==> src/hdl/spi_solo_pkg.sv <==
/*
  Shared constants, width types and the bus state encoding of the SPI master.
  Every RTL module of the design imports this package.
*/
package spi_solo_pkg;

  ////////////////////////////////////////////////////////////
  // Timing and sizing constants
  ////////////////////////////////////////////////////////////
  localparam int SCK_RATIO  = 8;   // System clocks per SCK period, even
  localparam int T_GUARD    = 4;   // Bit-times in each chip select guard phase
  localparam int FIFO_DEPTH = 16;  // Entries in the TX and in the RX FIFO

  localparam int FIFO_AW  = $clog2(FIFO_DEPTH);  // FIFO address bits
  localparam int SCK_PH_W = $clog2(SCK_RATIO);   // Phase counter bits

  ////////////////////////////////////////////////////////////
  // Width types
  ////////////////////////////////////////////////////////////
  typedef logic [3:0] tx_len_t;    // TX byte count of a frame
  typedef logic [3:0] rx_len_t;    // RX byte count of a frame
  typedef logic [1:0] wait_cyc_t;  // Wait bit-times between TX and RX
  typedef logic [7:0] byte_t;      // One data byte on the bus

  // Bit-time counter, large enough for 15 bytes of 8 bits
  typedef logic [6:0] bit_timer_t;

  // One extra bit beyond the address tells full from empty
  typedef logic [FIFO_AW:0] fifo_ptr_t;

  typedef logic [SCK_PH_W-1:0] sck_phase_t;  // Position inside one SCK period

  ////////////////////////////////////////////////////////////
  // Bus FSM states, in frame order
  ////////////////////////////////////////////////////////////
  typedef enum logic [2:0] {
    ST_IDLE,     // Chip select high, waiting for a command
    ST_START_D,  // Guard, chip select still high
    ST_START_S,  // Guard, chip select low
    ST_TX,       // COPI bytes
    ST_WAIT,     // Dummy bit-times
    ST_RX,       // CIPO bytes
    ST_STOP_S,   // Guard, chip select low
    ST_STOP_D    // Guard, chip select high
  } spi_state_t;

endpackage : spi_solo_pkg

==> src/hdl/spi_cmd_if.sv <==
/*
  Command bundle between the command latch, the bus FSM and the CIPO
  deserializer. Carries the frame lengths, the start pulse and the bus status.
*/
interface spi_cmd_if
  import spi_solo_pkg::*;
();

  logic       go;        // One-cycle start pulse
  tx_len_t    tx_len;    // Held for the whole frame
  rx_len_t    rx_len;
  wait_cyc_t  wait_cyc;
  spi_state_t state;     // Current bus phase
  bit_timer_t bit_cnt;   // Bit-time within the current phase

  // Command source, watches the state to know when the bus is free
  modport latch (output go, tx_len, rx_len, wait_cyc, input state);

  modport fsm (input go, tx_len, rx_len, wait_cyc, output state, bit_cnt);

  // RX side only needs to know where the bus is
  modport rx (input state, bit_cnt);

endinterface : spi_cmd_if

==> src/hdl/byte_fifo.sv <==
/*
  Synchronous byte FIFO with first-word-fall-through output. The head entry is
  always on o_rd_data, a write shows there one cycle later.
*/
module byte_fifo
  import spi_solo_pkg::*;
(
  input  logic  i_ext_spi_clk_x,
  input  logic  i_srst,
  // Write side
  input  byte_t i_wr_data,
  input  logic  i_wr_en,
  output logic  o_full,
  // Read side
  output byte_t o_rd_data,
  input  logic  i_rd_en,
  output logic  o_empty
);

  byte_t     mem [FIFO_DEPTH];  // Storage array
  fifo_ptr_t wr_ptr;
  fifo_ptr_t rd_ptr;
  logic      do_wr;
  logic      do_rd;

  // Same address with differing wrap bits means full
  assign o_full  = (wr_ptr[FIFO_AW] != rd_ptr[FIFO_AW]) &&
                   (wr_ptr[FIFO_AW-1:0] == rd_ptr[FIFO_AW-1:0]);
  assign o_empty = (wr_ptr == rd_ptr);

  assign do_wr = i_wr_en && !o_full;   // Drop writes when full
  assign do_rd = i_rd_en && !o_empty;  // Drop reads when empty

  assign o_rd_data = mem[rd_ptr[FIFO_AW-1:0]];  // Head entry, fall-through

  // Pointer control
  always_ff @(posedge i_ext_spi_clk_x) begin
    if (i_srst) begin
      wr_ptr <= '0;
      rd_ptr <= '0;
    end else begin
      if (do_wr)
        wr_ptr <= wr_ptr + 1'b1;
      if (do_rd)
        rd_ptr <= rd_ptr + 1'b1;
    end
  end

  // Data array
  always_ff @(posedge i_ext_spi_clk_x) begin
    if (do_wr)
      mem[wr_ptr[FIFO_AW-1:0]] <= i_wr_data;
  end

endmodule : byte_fifo

==> src/hdl/cipo_deserializer.sv <==
/*
  Collects CIPO bits into bytes during the RX phase of a frame. Samples on the
  SCK rise strobe, MSB first, and pushes each full byte into the RX FIFO.
*/
module cipo_deserializer
  import spi_solo_pkg::*;
(
  input  logic  i_ext_spi_clk_x,
  input  logic  i_srst,
  spi_cmd_if.rx cmd,
  input  logic  i_rise_stb,
  input  logic  i_cipo,
  // RX FIFO write side
  input  logic  i_rx_full,
  output byte_t o_rx_data,
  output logic  o_rx_push
);

  byte_t rx_shift;  // Bits collected so far
  logic  push_q;
  logic  sample;
  logic  last_bit;

  assign sample   = i_rise_stb && (cmd.state == ST_RX);
  assign last_bit = (cmd.bit_cnt[2:0] == 3'b111);  // Eighth bit of a byte

  ////////////////////////////////////////////////////////////
  // Shift register
  ////////////////////////////////////////////////////////////
  always_ff @(posedge i_ext_spi_clk_x) begin
    if (sample)
      rx_shift <= {rx_shift[6:0], i_cipo};  // First bit ends up as MSB
  end

  ////////////////////////////////////////////////////////////
  // Push, one cycle after the last sample
  ////////////////////////////////////////////////////////////
  always_ff @(posedge i_ext_spi_clk_x) begin
    if (i_srst)
      push_q <= 1'b0;
    else
      push_q <= sample && last_bit && !i_rx_full;  // Full FIFO loses the byte
  end

  // Bit position comes from the FSM timer, so a new byte restarts by itself
  assign o_rx_data = rx_shift;
  assign o_rx_push = push_q;

endmodule : cipo_deserializer

==> src/hdl/cmd_latch.sv <==
/*
  Accepts a frame command while the bus is idle and holds its lengths until
  the next command. The start reaches the bus FSM as a one-cycle go pulse.
*/
module cmd_latch
  import spi_solo_pkg::*;
(
  input  logic      i_ext_spi_clk_x,
  input  logic      i_srst,
  // Command port
  input  logic      i_go_stand,
  input  tx_len_t   i_tx_len,
  input  wait_cyc_t i_wait_cyc,
  input  rx_len_t   i_rx_len,
  output logic      o_spi_idle,
  // To the bus FSM
  spi_cmd_if.latch  cmd
);

  logic pending;  // Command taken, FSM has not left idle yet
  logic accept;

  // Idle only when nothing is queued and the bus sits in idle
  assign o_spi_idle = !pending && (cmd.state == ST_IDLE);
  assign accept     = i_go_stand && o_spi_idle;  // Busy requests fall through here

  always_ff @(posedge i_ext_spi_clk_x) begin
    if (i_srst) begin
      pending      <= 1'b0;
      cmd.go       <= 1'b0;
      cmd.tx_len   <= '0;
      cmd.rx_len   <= '0;
      cmd.wait_cyc <= '0;
    end else begin
      cmd.go <= accept;  // Pulse one cycle after acceptance
      if (accept) begin
        pending      <= 1'b1;
        cmd.tx_len   <= i_tx_len;    // Lengths sampled on the accepting cycle
        cmd.rx_len   <= i_rx_len;
        cmd.wait_cyc <= i_wait_cyc;
      end else if (cmd.state != ST_IDLE) begin
        pending <= 1'b0;  // FSM owns the frame now
      end
    end
  end

endmodule : cmd_latch

==> src/hdl/sck_phase_gen.sv <==
/*
  Free-running SCK phase counter. Gives the Mode 0 SCK level and one-cycle
  strobes at the falling and rising points of each SCK period.
*/
module sck_phase_gen
  import spi_solo_pkg::*;
(
  input  logic i_ext_spi_clk_x,
  input  logic i_srst,
  output logic o_sck_level,  // High in the upper half of the period
  output logic o_fall_stb,   // Phase 0, bus updates here
  output logic o_rise_stb    // Mid period, CIPO sampled here
);

  localparam sck_phase_t PH_LAST = sck_phase_t'(SCK_RATIO - 1);
  localparam sck_phase_t PH_HALF = sck_phase_t'(SCK_RATIO / 2);

  sck_phase_t phase;

  ////////////////////////////////////////////////////////////
  // Modulo SCK_RATIO counter
  ////////////////////////////////////////////////////////////
  always_ff @(posedge i_ext_spi_clk_x) begin
    if (i_srst)
      phase <= '0;
    else if (phase == PH_LAST)
      phase <= '0;  // Wrap to start of next SCK period
    else
      phase <= phase + 1'b1;
  end

  // Decodes of the counter
  assign o_fall_stb  = (phase == '0);
  assign o_rise_stb  = (phase == PH_HALF);
  assign o_sck_level = (phase >= PH_HALF);  // Low first half, as Mode 0 idles low

endmodule : sck_phase_gen

==> src/hdl/spi_bus_fsm.sv <==
/*
  Frame FSM of the SPI master. Steps through the guard, TX, wait, RX and stop
  phases on SCK fall strobes, drives chip select, gates SCK and serializes
  TX FIFO bytes MSB first on COPI.
*/
module spi_bus_fsm
  import spi_solo_pkg::*;
(
  input  logic  i_ext_spi_clk_x,
  input  logic  i_srst,
  spi_cmd_if.fsm cmd,
  // SCK timing
  input  logic  i_fall_stb,
  input  logic  i_sck_level,
  // TX FIFO read side
  input  byte_t i_tx_data,
  input  logic  i_tx_empty,
  output logic  o_tx_pop,
  // SPI bus
  output logic  o_sck,
  output logic  o_csn,
  output logic  o_copi
);

  spi_state_t state;
  spi_state_t nxt_state;
  spi_state_t after_tx;    // First phase following TX
  spi_state_t after_wait;  // First phase following WAIT
  bit_timer_t bit_cnt;
  bit_timer_t phase_last;  // Final bit-time of the current phase
  logic       phase_done;
  logic       go_seen;     // Go pulse held until the next fall strobe
  logic       byte_start;
  logic       sck_run;
  logic       sck_q;
  logic       csn_q;
  logic       copi_q;
  byte_t      tx_byte;
  byte_t      tx_shift;    // Remaining bits of the byte on COPI

  ////////////////////////////////////////////////////////////
  // Phase lengths and next state
  ////////////////////////////////////////////////////////////
  always_comb begin
    case (state)
      ST_TX:   phase_last = bit_timer_t'({cmd.tx_len, 3'b000}) - 1'b1;
      ST_WAIT: phase_last = bit_timer_t'(cmd.wait_cyc) - 1'b1;
      ST_RX:   phase_last = bit_timer_t'({cmd.rx_len, 3'b000}) - 1'b1;
      default: phase_last = bit_timer_t'(T_GUARD - 1);  // Guard phases
    endcase
  end

  assign phase_done = (bit_cnt == phase_last);

  // Empty phases are skipped
  assign after_wait = (cmd.rx_len != '0) ? ST_RX : ST_STOP_S;
  assign after_tx   = (cmd.wait_cyc != '0) ? ST_WAIT : after_wait;

  always_comb begin
    nxt_state = state;
    case (state)
      ST_IDLE:    if (go_seen || cmd.go) nxt_state = ST_START_D;
      ST_START_D: if (phase_done) nxt_state = ST_START_S;
      ST_START_S: if (phase_done) nxt_state = (cmd.tx_len != '0) ? ST_TX : after_tx;
      ST_TX:      if (phase_done) nxt_state = after_tx;
      ST_WAIT:    if (phase_done) nxt_state = after_wait;
      ST_RX:      if (phase_done) nxt_state = ST_STOP_S;
      ST_STOP_S:  if (phase_done) nxt_state = ST_STOP_D;
      ST_STOP_D:  if (phase_done) nxt_state = ST_IDLE;
      default:    nxt_state = ST_IDLE;
    endcase
  end

  ////////////////////////////////////////////////////////////
  // TX byte fetch
  ////////////////////////////////////////////////////////////
  // A new byte starts on entering TX and after every eighth bit
  assign byte_start = (nxt_state == ST_TX) &&
                      ((state != ST_TX) || (bit_cnt[2:0] == 3'b111));
  assign tx_byte    = i_tx_empty ? '0 : i_tx_data;  // Underflow sends zeros
  assign o_tx_pop   = i_fall_stb && byte_start && !i_tx_empty;

  assign sck_run = (state == ST_TX) || (state == ST_WAIT) || (state == ST_RX);

  ////////////////////////////////////////////////////////////
  // State, timer and bus registers
  ////////////////////////////////////////////////////////////
  always_ff @(posedge i_ext_spi_clk_x) begin
    if (i_srst) begin
      state   <= ST_IDLE;
      bit_cnt <= '0;
      go_seen <= 1'b0;
      sck_q   <= 1'b0;
      csn_q   <= 1'b1;
      copi_q  <= 1'b0;
    end else begin
      sck_q <= sck_run && i_sck_level;  // Registered so the pin is glitch free
      if (cmd.go)
        go_seen <= 1'b1;
      else if (state != ST_IDLE)
        go_seen <= 1'b0;

      if (i_fall_stb) begin
        state <= nxt_state;
        if ((nxt_state != state) || (state == ST_IDLE))
          bit_cnt <= '0;  // Timer restarts with every phase
        else
          bit_cnt <= bit_cnt + 1'b1;

        // Chip select low from START_S through STOP_S
        csn_q <= !((nxt_state == ST_START_S) || (nxt_state == ST_TX) ||
                   (nxt_state == ST_WAIT) || (nxt_state == ST_RX) ||
                   (nxt_state == ST_STOP_S));

        if (byte_start)
          copi_q <= tx_byte[7];  // MSB leads
        else if (nxt_state == ST_TX)
          copi_q <= tx_shift[7];
        else
          copi_q <= 1'b0;  // COPI parked low outside TX
      end
    end
  end

  // Shifter holds payload only
  always_ff @(posedge i_ext_spi_clk_x) begin
    if (i_fall_stb) begin
      if (byte_start)
        tx_shift <= {tx_byte[6:0], 1'b0};
      else
        tx_shift <= {tx_shift[6:0], 1'b0};
    end
  end

  assign cmd.state   = state;
  assign cmd.bit_cnt = bit_cnt;

  assign o_sck  = sck_q;
  assign o_csn  = csn_q;
  assign o_copi = copi_q;

endmodule : spi_bus_fsm

==> src/hdl/spi_solo.sv <==
/*
  Top level of the Mode 0 SPI master for one peripheral. TX bytes enter a
  FIFO, a go command runs one chip select frame, RX bytes come out of a
  fall-through FIFO.
*/
module spi_solo
  import spi_solo_pkg::*;
(
  input  logic      i_ext_spi_clk_x,
  input  logic      i_srst,
  // Frame command
  input  logic      i_go_stand,
  input  tx_len_t   i_tx_len,
  input  wait_cyc_t i_wait_cyc,
  input  rx_len_t   i_rx_len,
  output logic      o_spi_idle,
  // TX FIFO write port
  input  byte_t     i_tx_data,
  input  logic      i_tx_enqueue,
  output logic      o_tx_ready,
  // RX FIFO read port
  output byte_t     o_rx_data,
  output logic      o_rx_valid,
  input  logic      i_rx_dequeue,
  // SPI bus
  output logic      o_sck,
  output logic      o_csn,
  output logic      o_copi,
  input  logic      i_cipo
);

  byte_t tx_head;
  logic  tx_empty;
  logic  tx_full;
  logic  tx_pop;
  byte_t rx_byte;
  logic  rx_push;
  logic  rx_full;
  logic  rx_empty;
  logic  sck_level;
  logic  fall_stb;
  logic  rise_stb;

  spi_cmd_if cmd_if ();

  assign o_tx_ready = !tx_full;
  assign o_rx_valid = !rx_empty;

  cmd_latch u_cmd_latch (
    .i_ext_spi_clk_x, .i_srst, .i_go_stand, .i_tx_len, .i_wait_cyc, .i_rx_len,
    .o_spi_idle, .cmd (cmd_if.latch)
  );

  sck_phase_gen u_sck_gen (
    .i_ext_spi_clk_x, .i_srst,
    .o_sck_level (sck_level), .o_fall_stb (fall_stb), .o_rise_stb (rise_stb)
  );

  spi_bus_fsm u_bus_fsm (
    .i_ext_spi_clk_x, .i_srst, .cmd (cmd_if.fsm),
    .i_fall_stb (fall_stb), .i_sck_level (sck_level),
    .i_tx_data (tx_head), .i_tx_empty (tx_empty), .o_tx_pop (tx_pop),
    .o_sck, .o_csn, .o_copi
  );

  cipo_deserializer u_cipo_deser (
    .i_ext_spi_clk_x, .i_srst, .cmd (cmd_if.rx), .i_rise_stb (rise_stb),
    .i_cipo, .i_rx_full (rx_full), .o_rx_data (rx_byte), .o_rx_push (rx_push)
  );

  // User writes, FSM reads
  byte_fifo u_tx_fifo (
    .i_ext_spi_clk_x, .i_srst,
    .i_wr_data (i_tx_data), .i_wr_en (i_tx_enqueue), .o_full (tx_full),
    .o_rd_data (tx_head), .i_rd_en (tx_pop), .o_empty (tx_empty)
  );

  // Deserializer writes, user reads
  byte_fifo u_rx_fifo (
    .i_ext_spi_clk_x, .i_srst,
    .i_wr_data (rx_byte), .i_wr_en (rx_push), .o_full (rx_full),
    .o_rd_data (o_rx_data), .i_rd_en (i_rx_dequeue), .o_empty (rx_empty)
  );

endmodule : spi_solo

==> config.mk <==
export PLATFORM = sky130hd
export DESIGN_NAME = spi_solo
export DESIGN_NICKNAME = d
export VERILOG_FILES = /design/src/hdl/spi_solo_pkg.sv /design/src/hdl/spi_cmd_if.sv /design/src/hdl/byte_fifo.sv /design/src/hdl/cipo_deserializer.sv /design/src/hdl/cmd_latch.sv /design/src/hdl/sck_phase_gen.sv /design/src/hdl/spi_bus_fsm.sv /design/src/hdl/spi_solo.sv
export SDC_FILE = /design/constraint.sdc
export NUM_CORES = 1
export LEC_CHECK = 0
export BUFFER_PORTS_ARGS = -buffer_cell sky130_fd_sc_hd__clkbuf_2
export CAP_MARGIN = 0
export CORE_MARGIN = 2
export CORE_UTILIZATION = 50
export CTS_CLUSTER_DIAMETER = 40
export DETAILED_ROUTE_END_ITERATION = 6
export PLACE_DENSITY_LB_ADDON = 0.08
export SLEW_MARGIN = 10
export SYNTH_ARGS = -nofsm -noshare
export SYNTH_HDL_FRONTEND = slang
export SYNTH_SLANG_ARGS = --single-unit
==> constraint.sdc <==
create_clock -name i_ext_spi_clk_x -period 3.4 [get_ports i_ext_spi_clk_x]
set_clock_uncertainty 0.05 [all_clocks]
set_input_delay 0.34 -clock i_ext_spi_clk_x [delete_from_list [all_inputs] [get_ports i_ext_spi_clk_x]]
set_output_delay 0.34 -clock i_ext_spi_clk_x [all_outputs]
set_load 0.01 [all_outputs]
; Word-level counts from Yosys, hierarchy flattened
; Memories as Yosys holds them, arrays and structs flattened. A register that Yosys moved wholly into a read port is not among the register bits.
; Index checks and enable logic that the tools add are counted.
[word_totals]
in_bits = 24
register_bits = 66
memories = 2
word_cells = 123
ram_bits = 256
[op_classes]
eq_ne = 24
n_lt_le_gt_ge = 1
addsub = 9
reduce_logical = 39
n_mux = 29
[memory_table]
columns = memory, depth, word_bits, rd, rd_clocked_by_memory_dff, write_ports, line
row1 = u_rx_fifo.mem, 16, 8, 1, 1, 1, byte_fifo.sv:20  ; byte_t mem [FIFO_DEPTH];
row2 = u_tx_fifo.mem, 16, 8, 1, 1, 1, byte_fifo.sv:20
[ops]
columns = op, n
row1 = 3-bit equality test (second input constant), 10
row2 = 3-bit 2-to-1 mux, 10
row3 = 3-bit one-hot mux with 8 select lines, 1
row4 = 7-bit one-hot mux with 3 select lines, 1
row5 = 5-bit by 1-bit adder with 5-bit output (second input constant), 4
row6 = 4-bit 2-to-1 mux, 4
row7 = 8-bit 2-to-1 mux, 2
row8 = 1-bit logical AND, 15
row9 = 7-bit by 1-bit subtractor with 7-bit output (second input constant), 2
row10 = 3-bit by 2-bit equality test with 1-bit output (second input constant), 4
row11 = 5-bit equality test, 2
row12 = 1-bit logical OR, 9
row13 = 1-bit 2-to-1 mux, 9
row14 = 4-bit equality test, 2
row15 = 4-bit nonzero test, 2
row16 = 7-bit by 1-bit adder with 7-bit output (second input constant), 1
row17 = 7-bit equality test, 1
row18 = 7-bit 2-to-1 mux, 1
row19 = 1-bit zero test, 6
row20 = 3-bit zero test, 2
row21 = 2-bit nonzero test, 3
row22 = 3-bit by 1-bit adder with 3-bit output (second input constant), 1
row23 = 3-bit by 1-bit equality test with 1-bit output (second input constant), 1
row24 = 3-bit greater-or-equal comparator (second input constant), 1
row25 = 7 further kinds, 8

; Depth between registers and ports, before layout
; Gate-level depths: netlist of run 1.
[logic_depth]
word_depth = 13
mapped_depth = 11
mapped_depth_nobuf = 10

; By module
; Synthesis of run 1 repeated with hierarchy kept, for this count alone.
[hier_totals]
cells_unflattened = 816
hier_area_um2 = 14305.0
[modules_own_cells]
columns = module, area_per_inst_um2, cells_per_inst, instances
row1 = byte_fifo (u_rx_fifo), 5838.1, 279, 1
row2 = byte_fifo (u_tx_fifo), 5829.3, 283, 1
row3 = spi_bus_fsm, 1640.3, 174, 1
row4 = cmd_latch, 561.8, 52, 1
row5 = cipo_deserializer, 286.5, 12, 1
row6 = sck_phase_gen, 141.4, 14, 1
row7 = spi_solo, 7.5, 2, 1

; Worst setup path before layout of run 1
; Ideal clock, no wire load.
[synth_path]
path_kind = reg-to-reg
from = reg u_cmd_latch.cmd.rx_len[0]
to = reg with a tool-made name
stages_incl_launch_ff = 12
setup_time_ps = 121
synth_period_minus_slack_ps = 3395
slack_ps = 5
t_required_ps = 3229
arrival_ps = 3223
cell_sequence = dfxtp_1 > inv_1 > ha_1 > xnor2_1 > a2111oi_2 > or3_1 > a2111o_1 > or4_4 > a211oi_2 > and3_1 > buf_6 > mux2_4
[synth_rtl]
columns = item, line
row1 = start: declaration, spi_cmd_if.sv:17  ; modport latch (output go, tx_len, rx_len, wait_cyc, input state);
row2 = start signal: assignment, cmd_latch.sv:39  ; cmd.rx_len <= i_rx_len;

==> results of run 1 <==
[final timing paths]
check	from	end	slack [ns]	cells after the start
setup / recovery	u_cmd_latch.cmd.rx_len[0]	flop	0.09	10
hold / removal	i_wait_cyc[0]	u_cmd_latch.cmd.wait_cyc[0]	0.02	3
setup reg to reg	u_cmd_latch.cmd.rx_len[0]	flop	0.09	10
hold reg to reg	u_sck_gen.phase[0]	u_sck_gen.phase[0]	0.41	1
[report_power, final]
part | internal (W) | switching [W]
clock network | 0.00222 | 0.00165
logic | 0.000129 | 0.000192
registers | 0.00439 | 0.0000330
total | 0.00674 | 0.00187
[layout make-up]
class | instances | area, um2
fillers | 1925 | 10600
flip-flops and latches | 329 | 9310
multi-input cells | 398 | 4010
clock buffers | 49 | 1030
repair buffers | 89 | 633
well taps | 335 | 419
clock inverters | 24 | 185
inverters | 17 | 63.8
[metrics by stage]
stage	hold slack, ns	cells	TNS (ns)
after floorplan	0.381	785	0
final	0.0159	1241	0
after global routing	0.0256	1241	-0.140
after CTS	0.00148	1237	0
after detailed placement	0.403	1157	-0.0919
after global placement	0.390	1157	0
[cell families after synthesis]
group                      after synthesis  share of synthesized area, %
DFF                                    329                          69.3
and+or+nand+nor                        192                          6.88
muxes                                  104                          15.4
buffers and inverters                   58                          1.73
AOI/OAI and AO/OA                       46                          2.46
xor gates and xnor gates                35                          2.28
adders and majority gates               21                          1.96
[metal layers]
layer | part of all wire (%) | up-vias
li1 | - | 3251
met4 | 2.1 | 0
met5 | 0 | -
met2 | 51 | 163
met3 | 5.0 | 40
met1 | 42 | 3635
[placed cells by master, fill, tap and decap left out, types with 4 or more instances in the layout]
cell type | synthesis | routed
xor2_1 | 21 | 21
inv_1 | 16 | 14
nand2b_1 | 9 | 9
nand3_1 | 6 | 6
nand4_1 | 11 | 11
clkinv_2 | 0 | 5
clkbuf_1 | 26 | 9
dfxtp_2 | 0 | 6
clkbuf_16 | 0 | 40
mux2i_1 | 13 | 12
nand2_1 | 33 | 33
o21ai_0 | 7 | 6
clkbuf_2 | 0 | 37
dfxtp_1 | 58 | 52
dlygate4sd3_1 | 0 | 5
nor3_1 | 19 | 19
buf_4 | 0 | 42
nor2b_1 | 10 | 10
inv_6 | 0 | 6
mux4_2 | 80 | 80
clkinv_1 | 1 | 6
mux2_2 | 7 | 7
ha_1 | 21 | 19
nor3b_1 | 10 | 9
nor2_1 | 76 | 75
a21oi_1 | 15 | 15
edfxtp_1 | 271 | 271
xnor2_1 | 14 | 13
clkinvlp_4 | 0 | 4
[sequential cells by signal (all words and copies together), names as in the netlist, 2 cells and up, named ones only]
signal and cells:
u_bus_fsm.cmd.bit_cnt 7, u_bus_fsm.cmd.state 3, u_bus_fsm.tx_shift 7, u_cipo_deser.o_rx_data 8
u_cmd_latch.cmd.rx_len 4, u_cmd_latch.cmd.tx_len 4, u_cmd_latch.cmd.wait_cyc 2, u_rx_fifo.mem 128
u_rx_fifo.rd_ptr 5, u_rx_fifo.wr_ptr 5, u_sck_gen.phase 3, u_tx_fifo.mem 128
u_tx_fifo.rd_ptr 5, u_tx_fifo.wr_ptr 5
[timing repair]
item                                    4_1_cts  5_1_grt
endpoints found under the setup margin        9       17
hold buffers                                  5        0
endpoints found under the hold margin         5        0
gates resized for setup                       3       26
pin swaps                                     4       12
setup buffers                                 2        4
[worst max-delay path, cell delays in order, from the launching register on]
cell and delay (ns):
dfxtp_2 0.33, inv_2 0.05, ha_4 0.17, xnor2_4 0.18, a2111oi_4 0.09, or3_1 0.39, a2111o_1 0.51, or4_4 0.48
a211oi_4 0.37, and3_4 0.29, mux2_4 0.30
==> results list, run 1 <==
- Run status: finished, final reports clean
* Worst slack after detailed placement: -0.0526 ns
* Congestion Overflow GR: 0
- Effective utilization at floorplan: 51.2%
- The worst hold path belongs to the class in -> reg.
- Entering global routing, the biggest net connects 33 pins.
* Net Count, Synth: 830
- Final critical-path share of the clock period: 97.3%
- Timing would allow up to 0.302 GHz.
* Count of port buffers added during placement: 37
- The final route contains 7089 vias.
- For the pin with the worst max-slew slack, the measured transition is 0.897 ns.
- For this block, the initial DRC count from the detailed router was 465.
- The share of synthesized area in the top cell type comes to 60.7%.
- Number of levels the H-tree was split into: 2
- VDD IR max: 0.409 mV
- Max-cap violation count: 0
- The worst pin sits at a relative slew slack of 40.0%.
* Number of inserted diodes: 0
* Die Outline Area: 0.0282 mm2
- The later pin in the worst-skew pair is clocked with a latency of 0.53 ns.
- After layout, the minimum clock period comes to 3.31 ns.
* Yosys warning count: 0
- Global-route wire length before repair: 41300 um
- Top-level port count: 38
- Global routing consumed, on the met2 layer, 33.5% of the routing resources.
- A synthesized cell averages 17.1 um2.
- The worst setup path is captured at a flop.
- Chip height: 168 um
- Worst-path clk slew: 0.05 ns
* Routability Congestion: 0.864
* CTS root buf: clkbuf_16
* Critical Path Source Type: flop
- The share of the Yosys chip area taken by registers is 69.3%.
- Cell area after synthesis: 0.0134 mm2
- For this design, the sink count on the clock tree is 329.
- After floorplanning, the core was divided into 59 placement rows.
- Cell type contributing the most total cell area after synthesis: edfxtp_1
* Number of synthesized flops with an enable pin: 271
- Instance area after placement: 0.0142 mm2
* Antenna viol nets, final: 0
- Post-synthesis async set-or-reset flop share: 0%
- Power per unit of standard cell area: 550 mW/mm2
- STA puts the critical path data arrival time at 3.67 ns.
* Routed length per placed instance: 21.3 um
* M3 GR Usage: 3.71%
- Count of different cell masters after synthesis: 55
- Compared with the post-synthesis result, the final layout area differs by 16.7%.
* Final slew viol count: 0
* Total detailed-routing wirelength: 26400 um
- Global routing's busiest layer: met2
- Post-layout utilization of the core: 59.7%
* Clock buffer depth: 3
- The net count of the finished layout is 920.
- For this run, design rule violations remaining after detail routing come to 0.
- Worst setup path category: reg -> reg
* Post-Layout Inst Area: 0.0157 mm2
- Leakage Power: 5.22 nW
* Via density per instance: 5.71
- Of the cells placed in the final design, the portion with a size suffix greater than 1 is 28.7%.
* Minimum setup slack in the final design: 0.0916 ns
- In this run the worst path has a maximum fanout of 5.
- Detailed placement finished with a half-perimeter wire length of 17400 um.
* Vias in the first global route: 7457
- The completed layout was analyzed and its total power is 0.00861 W.
- TritonCTS built the clock tree.
- All-layer global routing usage: 19.1%
- Global routing met1 resource utilization: 24.5%
- For the worst setup path, the data required time is 3.76 ns.
- The core region is 0.0262 mm2.
* Hold violation total from the final report: 0
- Counting every instance in the synthesized netlist gives 785.
- The first detailed-routing pass ran for 7 iterations.
- Ranked by total cell area, the synthesized netlist is headed by edfxtp_1 (61%), mux4_2 (13%), dfxtp_1 (8.7%).
- Register bit total from synthesis: 329
- Counting the buffers created by CTS gives 40.
* Predominant post-synthesis flop cell: edfxtp_1
- Most numerous cell types in the synthesized netlist: edfxtp_1 (271), mux4_2 (80), nor2_1 (76)
* Most repeated cell in the gate-level netlist after synthesis: edfxtp_1
* Width of the die: 168 um
- Final setup violation count: 0
- The initial antenna violation count came to 0.
Power figures use the tool's default switching activity.
==> inputs of run 2 (changes only) <==
--- a/config.mk
+++ b/config.mk
@@ -7,6 +7,7 @@
 export LEC_CHECK = 0
 export BUFFER_PORTS_ARGS = -buffer_cell sky130_fd_sc_hd__clkbuf_2
 export CAP_MARGIN = 0
+export CORE_ASPECT_RATIO = 1.75
 export CORE_MARGIN = 2
 export CORE_UTILIZATION = 50
 export CTS_CLUSTER_DIAMETER = 40
==> run 2 against run 1 <==
  * Maximum frequency increased by 0.22%
  * Sequential share of layout area increased by 0.80 points
  * Via count decreased by 2.1%
  * Total power decreased by 2.5%
  * Cell area decreased by 1.3%
  * Core utilization decreased by 1.4 points
  * Combinational power about the same
  * Highest routed layer unchanged
==> results list, run 2 (synthesis gave the netlist of run 1 again) <==
- Number of inserted diodes: 0 (unchanged)
- The number of global-route vias before repair is 7498 (+0.55%).
- Post-layout nets: 913 (-0.76%)
* Cts bufs inserted: 34 (-15%)
- Instance area after placement: 0.0142 mm2 (about the same)
- The library cell used most frequently in the layout, excluding fill and tap cells, is edfxtp_1.
- The total routing resource utilization after global routing was 19.8% (+0.67 points).
- The core footprint was 0.0265 mm2 (+1.1%).
* TritonCTS clock tree: done
* Die Outline Area: 0.0282 mm2 (+0.18%)
- Effective utilization at floorplan: 50.6% (-0.55 points)
* F_max: 0.303 GHz (+0.22%)
* Clock buffer depth: 3 (unchanged)
- The number of violations reported at the end of detailed-routing iteration 0 came to 336 (-28%).
- The count of final setup violators was 0 (unchanged).
- Hold violation total from the final report: 0 (unchanged)
- Largest net degree at the start of global routing: 58 (+76%)
* Kind of capture point of the worst setup path: flop
- Width of the die: 128 um (-24%)
- CTS root buf: clkbuf_16
* Clock insertion delay at the later pin of the skew report: 0.53 ns (about the same)
- The min-delay analysis places its worst path in the category in -> reg.
* VDD IR max: 0.478 mV (+17%)
- Tightest slew margin relative to the limit: 23.7% (-16 points)
- The final instance area was 0.0154 mm2 (-1.3%).
- Via density per instance: 5.70 (-0.17%)
- Length of the first detailed-routing pass in iterations: 4 (-3)
* Cell total after placement: 1151 (-0.52%)
- The filler cell count in the final layout is 2002 (+4.0%).
- From synthesis to final layout, the design area changed by 15.1%.
- The maximum level of the CTS H-tree was 2 (unchanged).
- Final slew viol count: 0 (unchanged)
* Worst setup path category: reg -> reg
- Worst-path clk slew: 0.06 ns (about the same)
- Routed length per placed instance: 21.9 um (+3.0%)
* Global-route wire length before repair: 41800 um (+1.2%)
- Leakage Power: 5.17 nW (-0.86%)
- The count of standard-cell rows is 79 (+34%).
- The number of buffer cells added on primary ports is 37 (unchanged).
- The max-cap violation count is 0 (unchanged).
- Chip height: 221 um (+32%)
- The initial antenna violation count came to 0 (unchanged).
* Post-layout utilization of the core: 58.3% (-1.4 points)
- The areal power density over the cells was 544 mW/mm2 (-1.1%).
* Total via count in the routed design: 6940 (-2.1%)
* Final critical-path share of the clock period: 97.1% (-0.21 points)
- Most frequent cells in the layout: edfxtp_1 (271), mux4_2 (80), nor2_1 (75), dfxtp_1 (53), buf_4 (46)
* DRC violation count after routing: 0 (unchanged)
- The placer's final routability congestion estimate came to 0.838 (-3.0%).
- The final routed wirelength across all metal layers was 26700 um (+0.96%).
- Top-level port count: 38 (unchanged)
- Critical Path Source Type: flop
* Total Power: 0.00840 W (-2.5%)
- Number of standard cells in the final layout excluding fillers: 1217 (-1.9%)
- The minimum period implied by the final worst setup slack came to 3.30 ns (-0.00722 ns).
- Req. time, crit path: 3.62 ns (-0.14 ns)
* Antenna viol nets, final: 0 (unchanged)
- The proportion of layout cells with a drive suffix above 1 came to 27.7% (-1.0 points).
- The signal arrival time at the worst endpoint came to 3.52 ns (-0.15 ns).
* Run status: finished, final reports clean
- Congestion Overflow GR: 0 (unchanged)
- Post-DP HPWL: 18500 um (+6.6%)
* Number of sinks on the clock net: 329 (unchanged)
- Worst slew pin tran: 1.14 ns (+0.248 ns)
- Largest fanout on the critical path: 7 (+2)
==> run 2: critical path: stages, from the launching register on <==
cell,delay [ns]
dfxtp_1,0.33
inv_1,0.06
ha_1,0.23
xnor2_2,0.16
nor3_1,0.07
or3_1,0.34
a2111o_1,0.45
buf_6,0.15
o41a_1,0.38
a211oi_4,0.37
nand2_4,0.14
mux2_4,0.31
==> run 2: report_power, final <==
group / leakage, nW / internal [W] / switching (W) / total [W]
Sequential: 2.92 / 0.00439 / 0.0000315 / 0.00442
Clock: 0.541 / 0.00214 / 0.00152 / 0.00366
Combinational: 1.71 / 0.000134 / 0.000188 / 0.000322
==> run 2: worst paths after layout <==
| check | startpoint | to | slack, ns | depth (start not counted) |
|---|---|---|---|---|
| setup / recovery | u_cmd_latch.cmd.tx_len[0] | u_bus_fsm.tx_shift[6] | 0.1 | 11 |
| setup reg to reg | u_cmd_latch.cmd.tx_len[0] | u_bus_fsm.tx_shift[6] | 0.1 | 11 |
| hold reg to reg | u_sck_gen.phase[0] | u_sck_gen.phase[0] | 0.41 | 1 |
| hold / removal | i_tx_len[3] | u_cmd_latch.cmd.tx_len[3] | 0.01 | 3 |
==> run 2: what timing repair did <==
action,4_1_cts,5_1_grt
endpoints found under the hold margin,2,0
setup buffers,1,2
hold buffers,2,0
pin swaps,3,9
setup endpoints to repair,11,17
gates resized for setup,3,19
==> run 2: layout make-up <==
class                           count  area, um2  area share, %
Tap cell                          324        405           2.62
Clock inverter                     18        190           1.23
Timing Repair Buffer               88        593           3.84
Multi-Input combinational cell    398       3980           25.8
Sequential cell                   329       9310           60.3
Clock buffer                       43        906           5.87
Inverter                           17       63.8          0.413
==> run 2: per-stage QoR <==
step / hold WS [ns] / setup slack, ns / setup TNS, ns
6_report: 0.0105 / 0.0988 / 0
5_1_grt: 0.00546 / -0.0562 / -0.463
4_1_cts: 0.000155 / 0.0245 / 0
3_5_place_dp: 0.406 / -0.0813 / -0.247
3_3_place_gp: 0.391 / -0.0140 / -0.0263
2_1_floorplan: 0.381 / 0.00518 / 0
==> run 2: metal layers <==
metal	global-route usage [%]	share of wire (%)	wire length, um	up-vias
li1	-	-	-	3224
met1	20.7	36	9520	3575
met2	39.5	59	15700	100
met3	3.14	2.9	779	41
met4	6.67	2.4	649	0
met5	0	0	0	-
==> inputs of run 3 (changes only) <==
==> constraint.sdc (replaced) <==
create_clock -name i_ext_spi_clk_x -period 3.9 [get_ports i_ext_spi_clk_x]
set_clock_uncertainty 0.05 [all_clocks]
set_input_delay 0.39 -clock i_ext_spi_clk_x [delete_from_list [all_inputs] [get_ports i_ext_spi_clk_x]]
set_output_delay 0.39 -clock i_ext_spi_clk_x [all_outputs]
set_load 0.01 [all_outputs]
==> run 3 against run 2 <==
  * First-iteration DRC count down 24%
  * Final cell count down 2.4%
  * Core utilization down 1.1 points
  * Count of clock-buffer cells in the layout up 2
  * Die area unchanged
  * Non-clock buffer count down 30
  * Sequential power down 13%
  * Combinational power down 23%
==> results list, run 3 (synthesis gave the netlist of run 1 again) <==
* Run status: finished, final reports clean
- CTS root buf: clkbuf_16
* Vias in the first global route: 7319 (-2.4%)
* Width of the die: 128 um (unchanged)
- The critical path starts at u_cmd_latch.cmd.rx_len[0].
- Worst-path clk slew: 0.06 ns (about the same)
- The I/O pin count was 38 (unchanged).
- The critical-path maximum fanout was 7 (unchanged).
- The placed cell count came to 1125 (-2.3%).
- The total net switching power came to 0.00154 W (-11%).
- Number of levels the H-tree was split into: 2 (unchanged)
- Final slew viol count: 0 (unchanged)
- The antenna diode count came to 0 (unchanged).
- TritonCTS clock tree: done
- The delay contributed by the slowest stage of the critical path is 0.56 ns (+0.11 ns).
- Number of standard cells in the final layout excluding fillers: 1188 (-2.4%)
- The register share of total power was 52.2% (-0.4 points).
- The placer's final routability congestion estimate came to 0.826 (-1.5%).
- The number of routed nets with antenna violations was 0 (unchanged).
* Final setup violation count: 0 (unchanged)
* All-layer global routing usage: 18.9% (-0.87 points)
* Tightest slew margin relative to the limit: 23.1% (-0.56 points)
* Chip height: 221 um (unchanged)
- The minimum period implied by the final worst setup slack is 3.63 ns (+0.329 ns).
- Length of the first detailed-routing pass in iterations: 5 (+1)
- In this design, the largest share of critical-path delay is due to simple AND/OR/NAND/NOR gates.
- From synthesis to final layout, the design area changed by 12.8%.
- Largest net degree at the start of global routing: 58 (unchanged)
* Worst slew pin tran: 1.15 ns (+0.00844 ns)
* Worst slack after detailed placement: 0.281 ns (+0.362 ns)
- The clock tree buffer depth was 3 (unchanged).
- Filler Cell Count: 2039 (+1.8%)
- Setup repair after global routing left no endpoint under its margin.
* Die Outline Area: 0.0282 mm2 (unchanged)
- The depth of the worst register-to-register path is 11 (unchanged).
* Worst setup path category: reg -> reg
- CP Cell Sequence: inv_1 -> ha_1 -> xnor2_1 -> a2111oi_2 -> or3_1 -> a2111o_1 -> or4_4 -> a211oi_2 -> buf_4 -> and3_1 -> mux2_4
- Congestion Overflow GR: 0 (unchanged)
- Sum of negative setup slack: 0 ns (unchanged)
- The number of violations reported at the end of detailed-routing iteration 0 is 255 (-24%).
- Worst hold path type: in -> reg
* Most frequent cells in the layout: edfxtp_1 (271), mux4_2 (80), nor2_1 (76), dfxtp_1 (56), clkbuf_2 (37)
* Reg2Reg Setup Slack: 0.27 ns (+0.17 ns)
- The worst setup path is launched from a flop.
- Critical path arrival: 3.99 ns (+0.47 ns)
- The count of standard-cell rows came to 79 (unchanged).
- Clock network fraction of total power: 44.5% (+0.9 points)
* Cts repair resizes: 0 (-3)
- The post-route DRC violation count came to 0 (unchanged).
- The count of clock tree sinks was 329 (unchanged).
- Routed length per placed instance: 21.5 um (-1.7%)
- Share of layout cells above drive strength 1: 24.0% (-3.7 points)
- Switching portion of total power: 20.9% (+0.21 points)
- Logic depth of the worst setup path including buffers: 11 (unchanged)
* Global-route wire length before repair: 40500 um (-3.1%)
* Post-layout nets: 884 (-3.2%)
- The post-detailed-route via-to-cell ratio was 5.68 (-0.32%).
* Req. time, crit path: 4.26 ns (+0.64 ns)
- Max-cap violation count: 0 (unchanged)
- The worst setup path is captured at a flop.
- The post-layout worst setup margin came to 0.270 ns (+0.171 ns).
- The starting density of the core came to 50.6% (unchanged).
- The internal power was 0.00584 W (-12%).
* VDD IR max: 0.371 mV (-22%)
* Leakage Power: 4.99 nW (-3.4%)
- The core footprint is 0.0265 mm2 (unchanged).
- Power share of the combinational group: 3.4% (-0.4 points)
- Count of port buffers added during placement: 37 (unchanged)
- F_max: 0.275 GHz (-9.1%)
* Antenna violations before repair: 0 (unchanged)
* Post-DP HPWL: 18000 um (-3.0%)
* Worst reg2reg path startpoint: u_cmd_latch.cmd.rx_len[0]
- CP bufs+invs: 2 (unchanged)
* Total detailed-routing wirelength: 25600 um (-4.1%)
- Cell type of the slowest stage on the worst timing path: or4_4
- The number of vias after detailed routing was 6753 (-2.7%).
- The later-pin clock latency in the skew report was 0.52 ns (about the same).
* Power per unit of standard cell area: 488 mW/mm2 (-10%)
- Cts bufs inserted: 35 (+2.9%)
- Most common library cell in the layout ignoring fill and taps: edfxtp_1
- Post-layout utilization of the core: 57.2% (-1.1 points)
- The total count of hold-check failures in the final report is 0 (unchanged).
- Final critical-path share of the clock period: 93.1% (-4.0 points)
## run 3: cell types whose count changed in the layout (fill, tap and decap cells not counted), moves of 3 or more
cell	delta
buf_4	-26
clkinv_2	-3
dfxtp_1	+3
dfxtp_2	-3
## run 3: power groups by stage
stage	sequential, W	combinational [W]	clock [W]
4_1_cts	0.00385	0.000254	0.00336
5_1_grt	0.00385	0.000281	0.00349
6_report	0.00385	0.000249	0.00328
2_1_floorplan	0.00392	0.000165	0
3_3_place_gp	0.00392	0.000245	0
3_5_place_dp	0.00393	0.000252	0
## run 3: routing by layer
layer  vias to the layer above  share of wire [%]  routed length (um)  track usage [%]
met5                         -                  0                   0                0
met1                      3395                 37                9360             20.9
li1                       3169                  -                   -                -
met3                        56                3.2                 818             3.05
met2                       133                 57               14500             36.1
met4                         0                3.4                 858             7.33
## run 3: worst reg2reg max path: stages (launching register included)
cell       delay, ns
dfxtp_1         0.39
inv_1           0.09
ha_1            0.21
xnor2_1         0.19
a2111oi_2       0.10
or3_1           0.36
a2111o_1        0.52
or4_4           0.56
a211oi_2        0.20
buf_4           0.17
and3_1          0.34
mux2_4          0.33
## run 3: worst min-delay path by stage
stage | startpoint | end | slack (ns) | cells after the start
6_report | i_rx_len[2] | u_cmd_latch.cmd.rx_len[2] | 0.04 | 3
3_5_place_dp | u_sck_gen.phase[0] | u_sck_gen.phase[0] | 0.40 | 1
2_1_floorplan | u_sck_gen.phase[0] | u_sck_gen.phase[0] | 0.38 | 1
3_3_place_gp | u_sck_gen.phase[0] | u_sck_gen.phase[0] | 0.39 | 1
5_1_grt | i_rx_len[0] | u_cmd_latch.cmd.rx_len[0] | 0.06 | 3
4_1_cts | i_rx_len[2] | u_cmd_latch.cmd.rx_len[2] | 0.03 | 3
## run 3: through the flow
stage	total power (W)	hold slack [ns]	instance area [um2]
finish	0.00738	0.0438	15100
global route	0.00763	0.0622	15100
CTS	0.00747	0.0268	15100
detailed placement	0.00418	0.402	14000
global placement	0.00417	0.389	14000
floorplan	0.00408	0.381	13400
## run 3: layout make-up
type                            instances  area, um2  share of cell area, %
Timing Repair Buffer                   58        345                   2.28
Tap cell                              324        405                   2.68
Sequential cell                       329       9300                   61.4
Multi-Input combinational cell        398       3890                   25.7
Inverter                               17       63.8                  0.421
Clock buffer                           45        935                   6.17
Clock inverter                         17        203                   1.34
## run 3: timing repair
action / CTS / global route
setup buffers: 0 / 0
endpoints found under the setup margin: 0 / 0
hold buffers: 1 / 0
hold endpoints to repair: 1 / 0
